==> src/hw/halfAccum_settings.svh <==
`ifndef HALFACCUM_SETTINGS_SVH
`define HALFACCUM_SETTINGS_SVH

// Half-precision word layout
`define HALF_WIDTH 16
`define EXP_WIDTH 5 // Exponent field
`define MANT_WIDTH 10 // Stored mantissa, hidden bit not counted
`define EXP_BIAS 15

// Significand including the hidden bit
`define SIG_WIDTH (`MANT_WIDTH + 1)
// Significand plus guard, round and sticky
`define ALIGN_WIDTH (`SIG_WIDTH + 3)

// Accumulation run
`define ACCUM_COUNT 8 // Words summed per start
`define ACCUM_ADDR_WIDTH 3

// Adder depth in cycles from input valid to output valid
`define FPADD_LATENCY 4

`endif

==> src/hw/halfFloatPkg.sv <==
`default_nettype none
`include "halfAccum_settings.svh"

package halfFloatPkg;

	// Sign, biased exponent, stored mantissa
	typedef struct packed {
		logic sign;
		logic [`EXP_WIDTH-1:0] exponent;
		logic [`MANT_WIDTH-1:0] mantissa;
	} halfFields_t;

	// One word, read raw or by field
	typedef union packed {
		logic [`HALF_WIDTH-1:0] bits; // Raw view for magnitude compare
		halfFields_t fields;
	} halfWord_u;

	// Handoff from alignment half to normalize half
	typedef struct packed {
		logic sign; // Sign of larger operand
		logic effSub; // Operand signs differ
		logic [`EXP_WIDTH-1:0] exponent; // Common exponent
		logic [`SIG_WIDTH-1:0] bigSig; // Hidden bit on top
		logic [`ALIGN_WIDTH-1:0] smallSig; // Shifted, low 3 bits are G R S
	} alignedOp_t;

endpackage

`default_nettype wire

==> src/hw/accumCtrlPkg.sv <==
`default_nettype none

package accumCtrlPkg;

	// Per element: Fetch, Capture, then Wait on the adder
	typedef enum logic [1:0] {
		stateIdle, // Waiting for ap_start
		stateFetch, // Read strobe, or finish at full count
		stateCapture, // Memory word valid, add issued
		stateWait // Add in flight
	} accumState_t;

endpackage

`default_nettype wire

==> src/hw/fpAddAlign.sv <==
`timescale 1ns/10ps
`default_nettype none
`include "halfAccum_settings.svh"

module fpAddAlign (
	input wire ap_clk,
	input wire ap_rst,
	input wire addInValid,
	input wire halfFloatPkg::halfWord_u addOpA,
	input wire halfFloatPkg::halfWord_u addOpB,
	output logic alignValid,
	output halfFloatPkg::alignedOp_t alignedOp
);
	import halfFloatPkg::*;

	halfWord_u bigOp;
	halfWord_u smallOp;
	logic swapOps;
	logic [`EXP_WIDTH-1:0] bigExp;
	logic [`EXP_WIDTH-1:0] smallExp;

	// Stage one registers
	logic s1Valid;
	logic s1Sign;
	logic s1EffSub;
	logic [`EXP_WIDTH-1:0] s1Exp;
	logic [`EXP_WIDTH-1:0] s1Shift;
	logic [`SIG_WIDTH-1:0] s1BigSig;
	logic [`SIG_WIDTH-1:0] s1SmallSig;

	// Stage two shifter
	logic [`ALIGN_WIDTH-1:0] smallExt;
	logic [`ALIGN_WIDTH-1:0] smallShifted;
	logic [`ALIGN_WIDTH-1:0] lostMask;
	logic stickyOut;

	// Order by magnitude, sign bit left out of the compare
	assign swapOps = addOpA.bits[`HALF_WIDTH-2:0] < addOpB.bits[`HALF_WIDTH-2:0];
	assign bigOp = swapOps ? addOpB : addOpA;
	assign smallOp = swapOps ? addOpA : addOpB;

	// Zero exponent field weighs as exponent one
	assign bigExp = (bigOp.fields.exponent == '0) ? `EXP_WIDTH'(1) : bigOp.fields.exponent;
	assign smallExp = (smallOp.fields.exponent == '0) ? `EXP_WIDTH'(1) : smallOp.fields.exponent;

	always_ff @(posedge ap_clk) begin
		if (ap_rst) begin
			s1Valid <= 1'b0;
		end else begin
			s1Valid <= addInValid;
		end
	end

	always_ff @(posedge ap_clk) begin
		s1Sign <= bigOp.fields.sign; // Larger magnitude decides sign
		s1EffSub <= addOpA.fields.sign ^ addOpB.fields.sign;
		s1Exp <= bigExp;
		s1Shift <= bigExp - smallExp; // Never negative after ordering
		s1BigSig <= {|bigOp.fields.exponent, bigOp.fields.mantissa}; // Hidden bit restored
		s1SmallSig <= {|smallOp.fields.exponent, smallOp.fields.mantissa};
	end

	// Three empty bits below the LSB catch G and R
	assign smallExt = {s1SmallSig, 3'b000};
	assign smallShifted = smallExt >> s1Shift;
	assign lostMask = (`ALIGN_WIDTH'(1) << s1Shift) - `ALIGN_WIDTH'(1);
	// Everything past round folds into sticky
	assign stickyOut = (|(smallExt & lostMask)) | smallShifted[0];

	always_ff @(posedge ap_clk) begin
		if (ap_rst) begin
			alignValid <= 1'b0;
		end else begin
			alignValid <= s1Valid;
		end
	end

	always_ff @(posedge ap_clk) begin
		alignedOp.sign <= s1Sign;
		alignedOp.effSub <= s1EffSub;
		alignedOp.exponent <= s1Exp;
		alignedOp.bigSig <= s1BigSig;
		if (s1Shift > (`ALIGN_WIDTH - 1)) begin
			// Shifted clean out, only sticky left
			alignedOp.smallSig <= {{(`ALIGN_WIDTH-1){1'b0}}, |s1SmallSig};
		end else begin
			alignedOp.smallSig <= {smallShifted[`ALIGN_WIDTH-1:1], stickyOut};
		end
	end

endmodule

`default_nettype wire

==> src/hw/fpAddNormRound.sv <==
`timescale 1ns/10ps
`default_nettype none
`include "halfAccum_settings.svh"

module fpAddNormRound (
	input wire ap_clk,
	input wire ap_rst,
	input wire alignValid,
	input wire halfFloatPkg::alignedOp_t alignedOp,
	output logic addOutValid,
	output halfFloatPkg::halfWord_u addResult
);
	import halfFloatPkg::*;

	// Stage three, one spare bit on top for the carry
	logic [`ALIGN_WIDTH:0] bigExt;
	logic [`ALIGN_WIDTH:0] smallExt;
	logic [`ALIGN_WIDTH:0] rawSum;
	logic s3Valid;
	logic s3Sign;
	logic [`EXP_WIDTH-1:0] s3Exp;
	logic [`ALIGN_WIDTH:0] s3Sum;
	logic [3:0] s3Lead; // Zeros above the leading one

	// Stage four
	logic [`ALIGN_WIDTH:0] normSum;
	logic [`EXP_WIDTH+1:0] normExp; // Two extra bits, top one is the borrow
	logic [`MANT_WIDTH-1:0] normMant;
	logic guardBit;
	logic roundBit;
	logic stickyBit;
	logic roundUp;
	logic [`MANT_WIDTH:0] roundedMant;
	logic [`EXP_WIDTH+1:0] finalExp;
	logic belowNormal;
	halfWord_u resultWord;

	// Leading zero count from the carry bit down
	function automatic logic [3:0] leadZeros(input logic [`ALIGN_WIDTH:0] value);
		logic [3:0] count;
		logic found;
		count = 4'd0;
		found = 1'b0;
		for (int i = `ALIGN_WIDTH; i >= 0; i--) begin
			if (value[i]) begin
				found = 1'b1;
			end else if (!found) begin
				count = count + 4'd1;
			end
		end
		return count;
	endfunction

	assign bigExt = {1'b0, alignedOp.bigSig, 3'b000};
	assign smallExt = {1'b0, alignedOp.smallSig};
	assign rawSum = alignedOp.effSub ? (bigExt - smallExt) : (bigExt + smallExt);

	always_ff @(posedge ap_clk) begin
		if (ap_rst) begin
			s3Valid <= 1'b0;
		end else begin
			s3Valid <= alignValid;
		end
	end

	always_ff @(posedge ap_clk) begin
		s3Sign <= alignedOp.sign;
		s3Exp <= alignedOp.exponent;
		s3Sum <= rawSum;
		s3Lead <= leadZeros(rawSum);
	end

	// Leading one moves up to the carry position
	assign normSum = s3Sum << s3Lead;
	assign normMant = normSum[`ALIGN_WIDTH-1:`ALIGN_WIDTH-`MANT_WIDTH];
	assign guardBit = normSum[3];
	assign roundBit = normSum[2];
	assign stickyBit = |normSum[1:0];
	// Carry out raises by one, each leading zero lowers by one
	assign normExp = (`EXP_WIDTH+2)'(s3Exp) + (`EXP_WIDTH+2)'(1) - (`EXP_WIDTH+2)'(s3Lead);

	// Nearest, ties to even
	assign roundUp = guardBit & (roundBit | stickyBit | normMant[0]);
	assign roundedMant = {1'b0, normMant} + (`MANT_WIDTH+1)'(roundUp);
	assign finalExp = normExp + (`EXP_WIDTH+2)'(roundedMant[`MANT_WIDTH]); // Mantissa wrapped to 0
	assign belowNormal = normExp[`EXP_WIDTH+1] | (normExp == '0);

	always_comb begin
		if (s3Sum == '0) begin
			resultWord.bits = '0; // Exact cancel gives +0
		end else if (belowNormal) begin
			resultWord.fields.sign = s3Sign; // Flush to zero
			resultWord.fields.exponent = '0;
			resultWord.fields.mantissa = '0;
		end else begin
			resultWord.fields.sign = s3Sign;
			resultWord.fields.exponent = finalExp[`EXP_WIDTH-1:0];
			resultWord.fields.mantissa = roundedMant[`MANT_WIDTH-1:0];
		end
	end

	always_ff @(posedge ap_clk) begin
		if (ap_rst) begin
			addOutValid <= 1'b0;
		end else begin
			addOutValid <= s3Valid;
		end
	end

	always_ff @(posedge ap_clk) begin
		addResult <= resultWord;
	end

endmodule

`default_nettype wire

==> src/hw/accumCtrl.sv <==
`timescale 1ns/10ps
`default_nettype none
`include "halfAccum_settings.svh"

module accumCtrl (
	input wire ap_clk,
	input wire ap_rst,
	input wire ap_start,
	input wire ap_continue,
	output logic ap_done,
	output logic ap_idle,
	output logic ap_ready,
	output logic accumResultVld,
	output logic accumInCe0,
	output halfFloatPkg::halfWord_u accumResult,
	output logic [`ACCUM_ADDR_WIDTH-1:0] accumInAddress0,
	input wire halfFloatPkg::halfWord_u accumInQ0,
	output logic addInValid,
	output halfFloatPkg::halfWord_u addOpA,
	output halfFloatPkg::halfWord_u addOpB,
	input wire addOutValid,
	input wire halfFloatPkg::halfWord_u addResult
);
	import halfFloatPkg::*;
	import accumCtrlPkg::*;

	accumState_t state;
	accumState_t nextState;
	logic [`ACCUM_ADDR_WIDTH:0] elemCount; // Also the read address
	halfWord_u runningSum;
	halfWord_u heldResult;
	logic doneLatch; // Set until ap_continue
	logic startAccept;
	logic runDone;

	assign startAccept = (state == stateIdle) && ap_start && !doneLatch;
	// Fetch with all words summed ends the run
	assign runDone = (state == stateFetch) && (elemCount == `ACCUM_COUNT);

	always_comb begin
		nextState = state;
		case (state)
			stateIdle: begin
				if (startAccept) begin
					nextState = stateFetch;
				end
			end
			stateFetch: begin
				nextState = runDone ? stateIdle : stateCapture;
			end
			stateCapture: begin
				nextState = stateWait;
			end
			stateWait: begin
				// Sum returns `FPADD_LATENCY cycles after Capture
				if (addOutValid) begin
					nextState = stateFetch;
				end
			end
			default: begin
				nextState = stateIdle;
			end
		endcase
	end

	always_ff @(posedge ap_clk) begin
		if (ap_rst) begin
			state <= stateIdle;
			elemCount <= '0;
			doneLatch <= 1'b0;
			heldResult <= '0;
		end else begin
			state <= nextState;
			if (startAccept) begin
				elemCount <= '0;
			end else if (addOutValid) begin
				elemCount <= elemCount + 1'b1; // One element retired
			end
			if (ap_continue) begin
				doneLatch <= 1'b0;
			end else if (runDone) begin
				doneLatch <= 1'b1;
			end
			if (runDone) begin
				heldResult <= runningSum;
			end
		end
	end

	// Running sum starts at +0
	always_ff @(posedge ap_clk) begin
		if (startAccept) begin
			runningSum <= '0;
		end else if (addOutValid) begin
			runningSum <= addResult;
		end
	end

	assign ap_done = runDone | doneLatch;
	assign ap_ready = runDone;
	assign accumResultVld = runDone;
	// Idle only once the last result is taken
	assign ap_idle = (state == stateIdle) && !ap_start && !doneLatch;
	assign accumResult = runDone ? runningSum : heldResult; // Delivered sum visible at once

	// Memory read, data back in Capture
	assign accumInCe0 = (state == stateFetch) && !runDone;
	assign accumInAddress0 = elemCount[`ACCUM_ADDR_WIDTH-1:0];

	// Word goes straight into the adder's first register
	assign addInValid = (state == stateCapture);
	assign addOpA = runningSum;
	assign addOpB = accumInQ0;

endmodule

`default_nettype wire

==> src/hw/halfAccum.sv <==
`timescale 1ns/10ps
`default_nettype none
`include "halfAccum_settings.svh"

module halfAccum (
	input wire ap_clk,
	input wire ap_rst,
	input wire ap_start,
	input wire ap_continue,
	output logic ap_done,
	output logic ap_idle,
	output logic ap_ready,
	output logic accumResultVld,
	output logic accumInCe0,
	output halfFloatPkg::halfWord_u accumResult,
	output logic [`ACCUM_ADDR_WIDTH-1:0] accumInAddress0,
	input wire halfFloatPkg::halfWord_u accumInQ0
);
	import halfFloatPkg::*;

	// Controller to adder
	logic addInValid;
	halfWord_u addOpA; // Running sum
	halfWord_u addOpB; // Memory word
	// Between adder halves
	logic alignValid;
	alignedOp_t alignedOp;
	// Adder back to controller
	logic addOutValid;
	halfWord_u addResult;

	accumCtrl ctrl (
		.ap_clk, .ap_rst, .ap_start, .ap_continue,
		.ap_done, .ap_idle, .ap_ready, .accumResultVld, .accumInCe0,
		.accumResult, .accumInAddress0, .accumInQ0,
		.addInValid, .addOpA, .addOpB, .addOutValid, .addResult
	);

	// Ordering and alignment shift, two cycles
	fpAddAlign addAlign (
		.ap_clk, .ap_rst, .addInValid, .addOpA, .addOpB,
		.alignValid, .alignedOp
	);

	// Add, normalize and round, two cycles
	fpAddNormRound addNorm (
		.ap_clk, .ap_rst, .alignValid, .alignedOp,
		.addOutValid, .addResult
	);

endmodule

`default_nettype wire

==> config.mk <==
export PLATFORM = sky130hd
export DESIGN_NAME = halfAccum
export DESIGN_NICKNAME = d
export VERILOG_FILES = /design/src/hw/halfFloatPkg.sv /design/src/hw/accumCtrlPkg.sv /design/src/hw/fpAddAlign.sv /design/src/hw/fpAddNormRound.sv /design/src/hw/accumCtrl.sv /design/src/hw/halfAccum.sv
export VERILOG_INCLUDE_DIRS = /design/src /design/src/hw
export SDC_FILE = /design/constraint.sdc
export NUM_CORES = 1
export LEC_CHECK = 0
export BUFFER_PORTS_ARGS = -buffer_cell sky130_fd_sc_hd__buf_4
export CAP_MARGIN = 30
export CORE_ASPECT_RATIO = 1.5
export CORE_MARGIN = 2
export CORE_UTILIZATION = 63
export CTS_CLUSTER_SIZE = 30
export DETAILED_ROUTE_END_ITERATION = 10
export GPL_TIMING_DRIVEN = 0
export HOLD_SLACK_MARGIN = 0.1
export PLACE_DENSITY_LB_ADDON = 0.3
export SLEW_MARGIN = 20
export SYNTH_ARGS = -nofsm -noshare
export SYNTH_HDL_FRONTEND = slang
export SYNTH_SLANG_ARGS = --single-unit
==> constraint.sdc <==
create_clock -name ap_clk -period 13.4 [get_ports ap_clk]
set_input_delay 0 -clock ap_clk [delete_from_list [all_inputs] [get_ports ap_clk]]
set_output_delay 0 -clock ap_clk [all_outputs]
set_load 0.03 [all_outputs]
==> flow_metrics.env, run 1 <==
export IMPL_status="finished, final reports clean"
export IMPL_initial_core_util_pct=64.5
export IMPL_avgSynthCellArea_um2=8.75
export IMPL_synthArstFlopShare_pct=0
export IMPL_grt_util_all_layers_pct=28.4
export IMPL_syn_to_final_growth_pct=14.1
export IMPL_wl_per_cell_um=16.5
export IMPL_cts_sinks=150
export IMPL_antenna_found_initial=0
export IMPL_drtIter0Drc=420
export IMPL_fin_crit_sh_pct=80.5
export IMPL_setup_worst_path_end_class="flip-flop"
export IMPL_start_kind="flip-flop"
export IMPL_crit_family="compound AO/OA/AOI/OAI gates"
export IMPL_grt_max_degree=17
export IMPL_ff_latch_area_um2=3000
export IMPL_path_buf_inv=7
export IMPL_max_stage_delay_ns=0.46
export IMPL_clockBufferDepth=2
export IMPL_die_area_um2=16000
export IMPL_ys_seq_area_share_pct=31.9
export IMPL_syn_cell_area_um2=9420
export IMPL_htree_num_levels=4
export IMPL_synth_edf_count=0
export IMPL_nets=1251
export IMPL_via_count=8021
export IMPL_multiInputGateArea_um2=5870
export IMPL_p_per_area_nw_per_um2=132
export IMPL_ys_warn_count=0
export IMPL_critical_path_most_common_cell="ha_1"
export IMPL_grt_overflow_total=0
export IMPL_slew_violations=0
export IMPL_fmax_mhz=92.7
export IMPL_grt_pass1_vias=8024
export IMPL_clk_pin_slew_ns=0.06
export IMPL_drive_gt1_share_pct=14.8
export IMPL_via_per_inst=5.88
export IMPL_die_w_um=104
export IMPL_slowest_stage="or3_1"
export IMPL_cts_buffers=17
export IMPL_finalSetupViolCount=0
export IMPL_gp_congestion=0.949
export IMPL_power_uw=1420
export IMPL_synthFlopType="dfxtp_1"
export IMPL_irDropWorstVdd_mv=0.106
export IMPL_pin_count=44
export IMPL_root_buffer="clkbuf_16"
export IMPL_cts_tree="done"
export IMPL_clock_latency_ns=0.42
export IMPL_hold_class="input pin to flip-flop"
export IMPL_maxCapViolCount=0
export IMPL_cp_data_required_time_ns=13.70
export IMPL_firstDrtPassIters=5
export IMPL_rsz0062_at_grt="false"
export IMPL_drt_drc_violations_left=0
export IMPL_pre_cts_slack_ns=2.73
export IMPL_dp_hpwl_um=17000
export IMPL_worst_ep_arrival_time_ns=11.09
export IMPL_grt_pass1_wl_um=37000
export IMPL_ctsResizeCount=0
export IMPL_diodes=0
export IMPL_path_max_fanout=10
export IMPL_tightest_slew_ns=0.843
export IMPL_syn_inst=1076
export IMPL_timing_slew_headroom_pct=42.2
export IMPL_fin_tns_setup_ns=0
export IMPL_drtAntennaViolNets=0
export IMPL_routed_wirelength_um=22500
export IMPL_rows=54
export IMPL_fin_ws_ns=2.61
export IMPL_hold_violations=0
export IMPL_fill_cells=1103
export IMPL_synth_seq_cells=150
export IMPL_critical_path_class="flip-flop to flip-flop"
export IMPL_power_leakage_uw=0.00470
export IMPL_core_area_um2=14600
export IMPL_dieHeight_um=154
export IMPL_port_buffers=43
export IMPL_finClkSkew_ns=0.00584
export IMPL_yosysUniqueCellTypes=97
export IMPL_layout_min_cycle_time_ns=10.79
export IMPL_syn_nets=1171
synthesized netlist by cell type, types with 4 or more instances:
cell type | count | share of area [%]
nand2_1 | 103 | 4.1
nor2_1 | 102 | 4.1
o211ai_1 | 7 | 0.56
nand4_1 | 14 | 0.93
xnor2_1 | 35 | 3.3
nand3b_1 | 4 | 0.32
a221o_1 | 4 | 0.43
a21o_1 | 18 | 1.4
o21ai_0 | 29 | 1.5
mux2_2 | 36 | 4.3
nand3_1 | 22 | 1.2
mux2i_1 | 59 | 6.3
xor2_1 | 13 | 1.2
buf_2 | 10 | 0.53
a31oi_1 | 7 | 0.46
a21oi_1 | 46 | 2.4
nor4_1 | 8 | 0.53
clkbuf_1 | 26 | 1.0
buf_4 | 5 | 0.40
and2_1 | 11 | 0.73
o22ai_1 | 7 | 0.46
inv_1 | 71 | 2.8
ha_1 | 72 | 9.6
o21a_1 | 4 | 0.32
dfxtp_1 | 150 | 32
and3_1 | 5 | 0.33
a21oi_2 | 6 | 0.56
nor3b_1 | 5 | 0.40
a211o_1 | 4 | 0.37
buf_1 | 5 | 0.20
and4_1 | 5 | 0.46
nor2b_1 | 37 | 2.5
a211oi_1 | 14 | 1.1
nand2b_1 | 7 | 0.46
or3_1 | 7 | 0.46
nor3_1 | 25 | 1.3
cell families (layout without fill, tap and decap cells):
kind of cell | count (synthesis) | in the layout | share of synthesized area, %
simple gates | 375 | 375 | 19.9
compound gates | 197 | 197 | 15.6
flops | 150 | 150 | 31.9
buf+inv | 128 | 221 | 5.78
mux | 97 | 97 | 11.1
fa+ha+maj | 76 | 76 | 10.3
xor+xnor | 53 | 53 | 5.51
worst paths after layout:
path | start | end | slack, ns | depth (start not counted)
max | addAlign.alignedOp[11] | addNorm.s3Lead[3] | 2.61 | 50
min | ap_start | ctrl.state[0] | 0.27 | 6
max reg2reg | addAlign.alignedOp[11] | addNorm.s3Lead[3] | 2.61 | 50
min reg2reg | addAlign.s1BigSig[5] | addAlign.alignedOp[19] | 0.32 | 0
where the power goes:
part	switching, µW	internal, µW
Combinational	257	172
Clock	197	266
Sequential	31.5	493
Total	486	930
worst register-to-register path, delay by kind of cell (launching register included):
| family | cells | cell delay (ns) |
|---|---|---|
| XOR/XNOR | 3 | 0.51 |
| flip-flops | 1 | 0.33 |
| AO/OA/AOI/OAI | 20 | 4.26 |
| buffers and inverters | 7 | 0.68 |
| adder cells (fa/ha/maj) | 8 | 2.53 |
| multiplexers | 2 | 0.49 |
| AND/OR/NAND/NOR | 10 | 1.90 |
through the flow:
stage / cells / hold WS [ns] / util [%] / area [µm²]
2_1_floorplan: 1076 / 0.0716 / - / 9420
3_3_place_gp: 1315 / 0.160 / 68.4 / 9990
3_5_place_dp: 1315 / 0.174 / 68.4 / 9990
4_1_cts: 1365 / 0.277 / 73.7 / 10700
5_1_grt: 1365 / 0.284 / 73.7 / 10700
6_report: 1365 / 0.275 / 73.7 / 10700
registers in the layout, indices dropped and copies added (netlist names):
| name | flops |
|---|---|
| ctrl.state | 2 |
| ctrl.elemCount | 4 |
| addAlign.s1EffSub | 1 |
| ctrl.doneLatch | 1 |
| addNorm.addResult | 16 |
| addAlign.alignedOp | 32 |
| addAlign.s1BigSig | 11 |
| addAlign.s1Valid | 1 |
| addAlign.s1Shift | 5 |
| addNorm.s3Sign | 1 |
| addAlign.alignValid | 1 |
| addNorm.s3Lead | 4 |
| ctrl.addOpA | 16 |
| addAlign.s1Sign | 1 |
| addNorm.s3Sum | 15 |
| addAlign.s1Exp | 5 |
| ctrl.heldResult | 16 |
| addNorm.s3Exp | 5 |
| addAlign.s1SmallSig | 11 |
| addNorm.addOutValid | 1 |
| addNorm.s3Valid | 1 |
cell usage in the layout (no fill, tap or decap), types with 22 or more instances in the layout:
cell / synthesis / final
dfxtp_1: 150 / 150
nand2_1: 103 / 103
nor2_1: 102 / 102
ha_1: 72 / 72
inv_1: 71 / 71
mux2i_1: 59 / 59
buf_4: 5 / 48
a21oi_1: 46 / 46
nor2b_1: 37 / 37
mux2_2: 36 / 36
xnor2_1: 35 / 35
o21ai_0: 29 / 29
clkbuf_1: 26 / 26
nor3_1: 25 / 25
nand3_1: 22 / 22
per-layer routing:
layer / vias to the layer above / GRT usage (%) / part of all wire (%) / wire length (µm)
met5: - / 0 / 0 / 0
met4: 0 / 19.1 / 6.5 / 1470
met3: 109 / 4.54 / 3.6 / 809
met2: 260 / 53.5 / 52 / 11700
met1: 3727 / 28.5 / 38 / 8550
li1: 3925 / - / - / -
cell type report:
| type | instances | area share (%) |
|---|---|---|
| Multi-Input combinational cell | 798 | 54.6 |
| Sequential cell | 150 | 27.9 |
| Timing Repair Buffer | 61 | 4.68 |
| Clock buffer | 18 | 4.09 |
| Inverter | 79 | 2.85 |
| Tap cell | 196 | 2.28 |
| Buffer | 49 | 2.21 |
| Clock inverter | 14 | 1.32 |
what timing repair did:
item | in CTS | in global routing
buffers inserted | 0 | 0
hold buffers | 18 | 0
hold endpoints to repair | 37 | 0
Note: power is estimated with default switching activity, not from simulation.
==> run 2, diff against run 1 <==
Settings changed: CORE_UTILIZATION 63 to 56.
Clock period 13.4 ns to 9.5 ns, I/O delays scaled along.
==> run 2 against run 1 <==
Combinational power up 68%. Final area up 9.9%. Routed wire length up 14%. First-iteration DRC count up 15%. Sequential share of layout area down 2.3 points. Largest power group unchanged.
==> flow_metrics.env, run 2 (same netlist as run 1, synthesis figures left out) <==
export IMPL_status="finished, final reports clean"
export IMPL_largest_reg_flops=32
export IMPL_port_buffers=43
export IMPL_dp_cells=1329
export IMPL_grt_max_degree=17
export IMPL_htree_num_levels=4
export IMPL_cp_data_required_time_ns=9.79
export IMPL_clk_pin_slew_ns=0.06
export IMPL_path_max_fanout=6
export IMPL_syn_to_final_growth_pct=25.4
export IMPL_layout_min_cycle_time_ns=9.42
export IMPL_ff_latch_area_um2=3030
export IMPL_drt_drc_violations_left=0
export IMPL_dieHeight_um=163
export IMPL_finClkSkew_ns=0.0106
export IMPL_core_area_um2=16600
export IMPL_irDropWorstVdd_mv=0.149
export IMPL_worst_ep_arrival_time_ns=9.71
export IMPL_startpoint="addAlign.alignedOp[4]"
export IMPL_dp_hpwl_um=17600
export IMPL_die_area_um2=17900
export IMPL_rows=58
export IMPL_nets=1313
export IMPL_critical_path_class="flip-flop to flip-flop"
export IMPL_rsz0062_at_grt="true"
export IMPL_initial_core_util_pct=56.7
export IMPL_gp_congestion=0.960
export IMPL_finalSetupViolCount=0
export IMPL_maxCapViolCount=0
export IMPL_slew_violations=0
export IMPL_routed_wirelength_um=25700
export IMPL_final_common_cell="dfxtp_1"
export IMPL_grt_util_all_layers_pct=28.0
export IMPL_p_per_area_nw_per_um2=183
export IMPL_via_per_inst=5.78
export IMPL_multiInputGateArea_um2=6350
export IMPL_hold_class="input pin to flip-flop"
export IMPL_grt_pass1_wl_um=39400
export IMPL_cts_sinks=150
export IMPL_die_w_um=110
export IMPL_tightest_slew_ns=1.01
export IMPL_power_leakage_uw=0.00509
export IMPL_rr_endpoint="addNorm.s3Lead[3]"
export IMPL_layout_cells_non_filler=1441
export IMPL_clockBufferDepth=2
export IMPL_pin_count=44
export IMPL_max_stage_delay_ns=0.53
export IMPL_fin_crit_sh_pct=99.2
export IMPL_start_kind="flip-flop"
export IMPL_antenna_found_initial=0
export IMPL_root_buffer="clkbuf_16"
export IMPL_cts_tree="done"
export IMPL_regMostFlops="addAlign.alignedOp"
export IMPL_firstDrtPassIters=5
export IMPL_reg2reg_slack_ns=0.08
export IMPL_setup_worst_path_end_class="flip-flop"
export IMPL_drtAntennaViolNets=0
export IMPL_drtIter0Drc=482
export IMPL_wl_per_cell_um=17.8
export IMPL_cts_buffers=17
export IMPL_grt_pass1_vias=8250
export IMPL_drive_gt1_share_pct=25.4
export IMPL_crit_cells=50
export IMPL_grt_overflow_total=0
export IMPL_crit_family="compound AO/OA/AOI/OAI gates"
export IMPL_r2r_start="addAlign.alignedOp[4]"
export IMPL_slowest_stage="or4_4"
export IMPL_fill_cells=1229
export IMPL_endpoint="addNorm.s3Lead[3]"
export IMPL_critical_path_most_common_cell="ha_4"
export IMPL_power_uw=2160
export IMPL_fmax_mhz=106
export IMPL_diodes=0
export IMPL_reg2regPathDepth=50
export IMPL_final_cell_mix="136 x dfxtp_1, 109 x buf_4, 100 x nor2_1, 99 x nand2_1, 61 x inv_1"
export IMPL_timing_slew_headroom_pct=32.5
export IMPL_clock_latency_ns=0.42
export IMPL_via_count=8334
export IMPL_hold_violations=0
export IMPL_path_buf_inv=6
[run 2: worst min-delay path: cells and delay by family]
family / cells / cell delay [ns]
AOI/OAI and AO/OA: 2 / 0.13
buffers and inverters: 1 / 0.12
and+or+nand+nor: 3 / 0.40
[run 2: routing by layer]
layer	vias to the layer above	GRT usage, %	share of wire [%]
li1	4048	-	-
met1	3934	28.6	37
met2	257	53.0	54
met3	95	3.36	3.4
met4	0	15.9	5.2
met5	-	0	0
[run 2: repair_timing]
item / 4_1_cts / 5_1_grt
endpoints found under the hold margin: 39 / 0
gates cloned: 0 / 0
gates resized for setup: 36 / 86
buffers inserted: 22 / 41
pin swaps: 19 / 54
setup endpoints to repair: 3 / 3
hold buffers: 18 / 0
[run 2: how the worst min path moves through the flow]
stage                     start                 end  cells past startpoint
finish                 ap_start       ctrl.state[0]                      6
global route           ap_start             ap_idle                      3
floorplan                ap_rst  ctrl.heldResult[0]                      1
global placement    ap_continue      ctrl.doneLatch                      2
CTS                    ap_start             ap_idle                      3
detailed placement  ap_continue      ctrl.doneLatch                      2
[run 2: cell type report]
type | instances | area share [%]
clock inverters | 13 | 1.43
repair buffers | 124 | 8.33
plain buffers | 48 | 2.18
inverters | 79 | 2.60
clock buffers | 19 | 3.83
multi-input cells | 798 | 53.8
well taps | 210 | 2.22
flip-flops and latches | 150 | 25.6
[run 2: where the power goes]
group          switching, µW  internal (µW)  total (µW)
Sequential              46.1            696         742
Clock                    266            430         696
Combinational            411            312         722
[run 2: per-stage QoR]
step	setup TNS, ns	worst slack, ns	hold WS [ns]	instance area, µm²	utilization [%]
floorplan	0	0.0753	0.0716	9420	-
global route	-0.832	-0.340	0.295	11800	71.1
CTS	0	0.00331	0.277	11100	67.1
global placement	-2.95	-1.11	0.160	10000	60.2
detailed placement	-3.51	-1.34	0.168	10000	60.2
finish	0	0.0768	0.286	11800	71.1
==> run 3, diff against run 2 <==
Settings changed: ABC_AREA set to 1, CORE_UTILIZATION 56 to 57, CTS_CLUSTER_SIZE 30 to 10.
==> run 3 against run 2 <==
Clock power is 5.9% higher. Utilization is 4.5 points lower. Cell count is 25% higher. Largest power group is now combinational cells. Clock-buffer cell count is 1 lower. Non-clock buffer count is 68 lower. Setup slack better by 1.6 ns. Synthesized cell count is 39% higher. Final area is 5.9% lower. Sequential share of layout area is 1.4 points higher. Area after synthesis is 2.9% higher. Routed wire length is 4.2% lower. Register-to-register slack better by 1.6 ns.
==> flow_metrics.env, run 3 <==
export IMPL_power_uw=2930
export IMPL_synth_simple_area_share_pct=31.4
export IMPL_start_kind="flip-flop"
export IMPL_pre_cts_slack_ns=1.67
export IMPL_cts_setup_buffers=0
export IMPL_cp_data_required_time_ns=9.82
export IMPL_die_area_um2=18100
export IMPL_dpl_cell_area_um2=10300
export IMPL_critical_path_class="flip-flop to flip-flop"
export IMPL_yosysUniqueCellTypes=50
export IMPL_final_cell_area_um2=11100
export IMPL_cts_buffers=17
export IMPL_fin_ws_ns=1.70
export IMPL_holdBufCountCts=19
export IMPL_p_per_area_nw_per_um2=264
export IMPL_synth_most_common_cell="nand2_1"
export IMPL_fill_cells=1424
export IMPL_synth_top_area_share_pct=31.0
export IMPL_critical_path_most_common_cell="nand2_1"
export IMPL_layout_min_cycle_time_ns=7.80
export IMPL_rows=58
export IMPL_path_max_fanout=6
export IMPL_hold_class="input pin to flip-flop"
export IMPL_finalSetupViolCount=0
export IMPL_multiInputGateArea_um2=5440
export IMPL_fmax_mhz=128
export IMPL_synth_seq_cells=150
export IMPL_dieHeight_um=164
export IMPL_grt_util_all_layers_pct=27.4
export IMPL_gp_congestion=0.961
export IMPL_grt_pass1_wl_um=40300
export IMPL_routed_wirelength_um=24600
export IMPL_via_per_inst=5.16
export IMPL_fin_tns_setup_ns=0
export IMPL_root_buffer="clkbuf_16"
export IMPL_syn_to_final_growth_pct=14.7
export IMPL_clockBufferDepth=2
export IMPL_synthArstFlopShare_pct=0
export IMPL_rsz0062_at_grt="false"
export IMPL_grt_max_degree=17
export IMPL_diodes=0
export IMPL_clock_latency_ns=0.43
export IMPL_syn_cell_area_um2=9690
export IMPL_synth_area_mux_share_pct=0.310
export IMPL_initial_core_util_pct=58.1
export IMPL_slowest_stage="dfxtp_1"
export IMPL_setup_worst_path_end_class="flip-flop"
export IMPL_final_cell_mix="411 x nand2_1, 265 x inv_1, 150 x dfxtp_1, 114 x o21ai_0, 108 x nor2_1"
export IMPL_core_area_um2=16700
export IMPL_ys_seq_area_share_pct=31.0
export IMPL_synth_xor_xnor_area_share_pct=1.70
export IMPL_synthFlopType="dfxtp_1"
export IMPL_grt_pass1_vias=8923
export IMPL_drt_drc_violations_left=0
export IMPL_via_count=9276
export IMPL_ff_latch_area_um2=3000
export IMPL_crit_family="simple AND/OR/NAND/NOR gates"
export IMPL_ys_warn_count=0
export IMPL_dp_hpwl_um=19400
export IMPL_wl_per_cell_um=13.7
export IMPL_port_buffers=43
export IMPL_synth_top_cell_by_area="dfxtp_1"
export IMPL_grt_overflow_total=0
export IMPL_hold_violations=0
export IMPL_irDropWorstVdd_mv=0.175
export IMPL_synth_top_family_by_area="simple AND/OR/NAND/NOR gates"
export IMPL_antenna_found_initial=0
export IMPL_status="finished, final reports clean"
export IMPL_drtAntennaViolNets=0
export IMPL_die_w_um=110
export IMPL_pin_count=44
export IMPL_cts_sinks=150
export IMPL_htree_num_levels=4
export IMPL_synth_edf_count=0
export IMPL_synthTopCellsByCount="411 x nand2_1, 265 x inv_1, 150 x dfxtp_1"
export IMPL_path_buf_inv=14
export IMPL_final_common_cell="nand2_1"
export IMPL_worst_ep_arrival_time_ns=8.12
export IMPL_firstDrtPassIters=5
export IMPL_synth_compound_area_share_pct=12.8
export IMPL_largest_reg_flops=32
export IMPL_maxCapViolCount=0
export IMPL_finClkSkew_ns=0.0137
export IMPL_syn_nets=1589
export IMPL_slew_violations=0
export IMPL_avgSynthCellArea_um2=6.49
export IMPL_power_leakage_uw=0.00569
export IMPL_synthTopCellsByArea="dfxtp_1 31%, nand2_1 16%, inv_1 10%"
export IMPL_timing_slew_headroom_pct=42.2
export IMPL_cts_tree="done"
export IMPL_max_stage_delay_ns=0.45
export IMPL_fin_crit_sh_pct=82.2
export IMPL_drtIter0Drc=474
export IMPL_nets=1670
export IMPL_drive_gt1_share_pct=9.70
export IMPL_syn_inst=1494
export IMPL_regMostFlops="addAlign.alignedOp"
export IMPL_synth_fa_ha_area_share_pct=9.92
export IMPL_tightest_slew_ns=0.853
export IMPL_ctsResizeCount=0
export IMPL_clk_pin_slew_ns=0.07
-- run 3: changes by cell type in the layout (fill, tap and decap cells not counted), moves of 37 or more --
cell     previous run  this run
buf_4             109        50
inv_1              61       265
mux2i_1            58         3
nand2_1            99       411
nand3_1            19        93
nor2b_1            37         0
o21ai_0            23       114
-- run 3: final cells by class --
class / count / area share [%]
clock inverters: 14 / 1.90
repair buffers: 62 / 4.61
plain buffers: 42 / 1.70
multi-input cells: 1019 / 48.9
flip-flops and latches: 150 / 27.0
well taps: 210 / 2.36
clock buffers: 18 / 3.95
inverters: 283 / 9.56
-- run 3: worst reg2reg max path: cells and delay by family (launching register included) --
kind,cells,cell delay [ns]
fa+ha+maj,9,2.51
buf+inv,14,1.00
simple gates,31,2.80
compound gates,6,0.98
flops,1,0.45
-- run 3: stage by stage --
stage | hold WS, ns | cells | util [%]
CTS | 0.147 | 1798 | 66.6
detailed placement | 0.165 | 1747 | 61.6
global placement | 0.162 | 1747 | 61.6
finish | 0.148 | 1798 | 66.6
global route | 0.165 | 1798 | 66.6
floorplan | 0.0761 | 1494 | -
-- run 3: final timing paths --
path | endpoint | slack, ns | startpoint | cells after the start
setup reg to reg | addNorm.s3Lead[1] | 1.70 | addAlign.alignedOp[0] | 60
hold reg to reg | addAlign.alignedOp[18] | 0.32 | addAlign.s1BigSig[4] | 0
setup / recovery | addNorm.s3Lead[1] | 1.70 | addAlign.alignedOp[0] | 60
hold / removal | ctrl.addOpA[0] | 0.15 | ap_start | 4
-- run 3: cell families (layout without fill, tap and decap cells) --
kind of cell	after synthesis	after routing
simple gates	699	699
buf+inv	325	419
compound gates	224	224
flops	150	150
fa+ha+maj	75	75
xor+xnor	18	18
mux	3	3
-- run 3: metal layers --
| layer | up-vias | track usage, % | share of wire (%) | routed length (µm) |
|---|---|---|---|---|
| li1 | 4858 | - | - | - |
| met1 | 4102 | 26.6 | 38 | 9360 |
| met2 | 223 | 53.4 | 52 | 12900 |
| met3 | 93 | 3.36 | 3.0 | 749 |
| met4 | 0 | 19.3 | 6.7 | 1650 |
| met5 | - | 0 | 0 | 0 |
-- run 3: power by group --
part / switching [µW] / internal, µW
Sequential: 65.3 / 747
Combinational: 934 / 447
Clock: 282 / 455
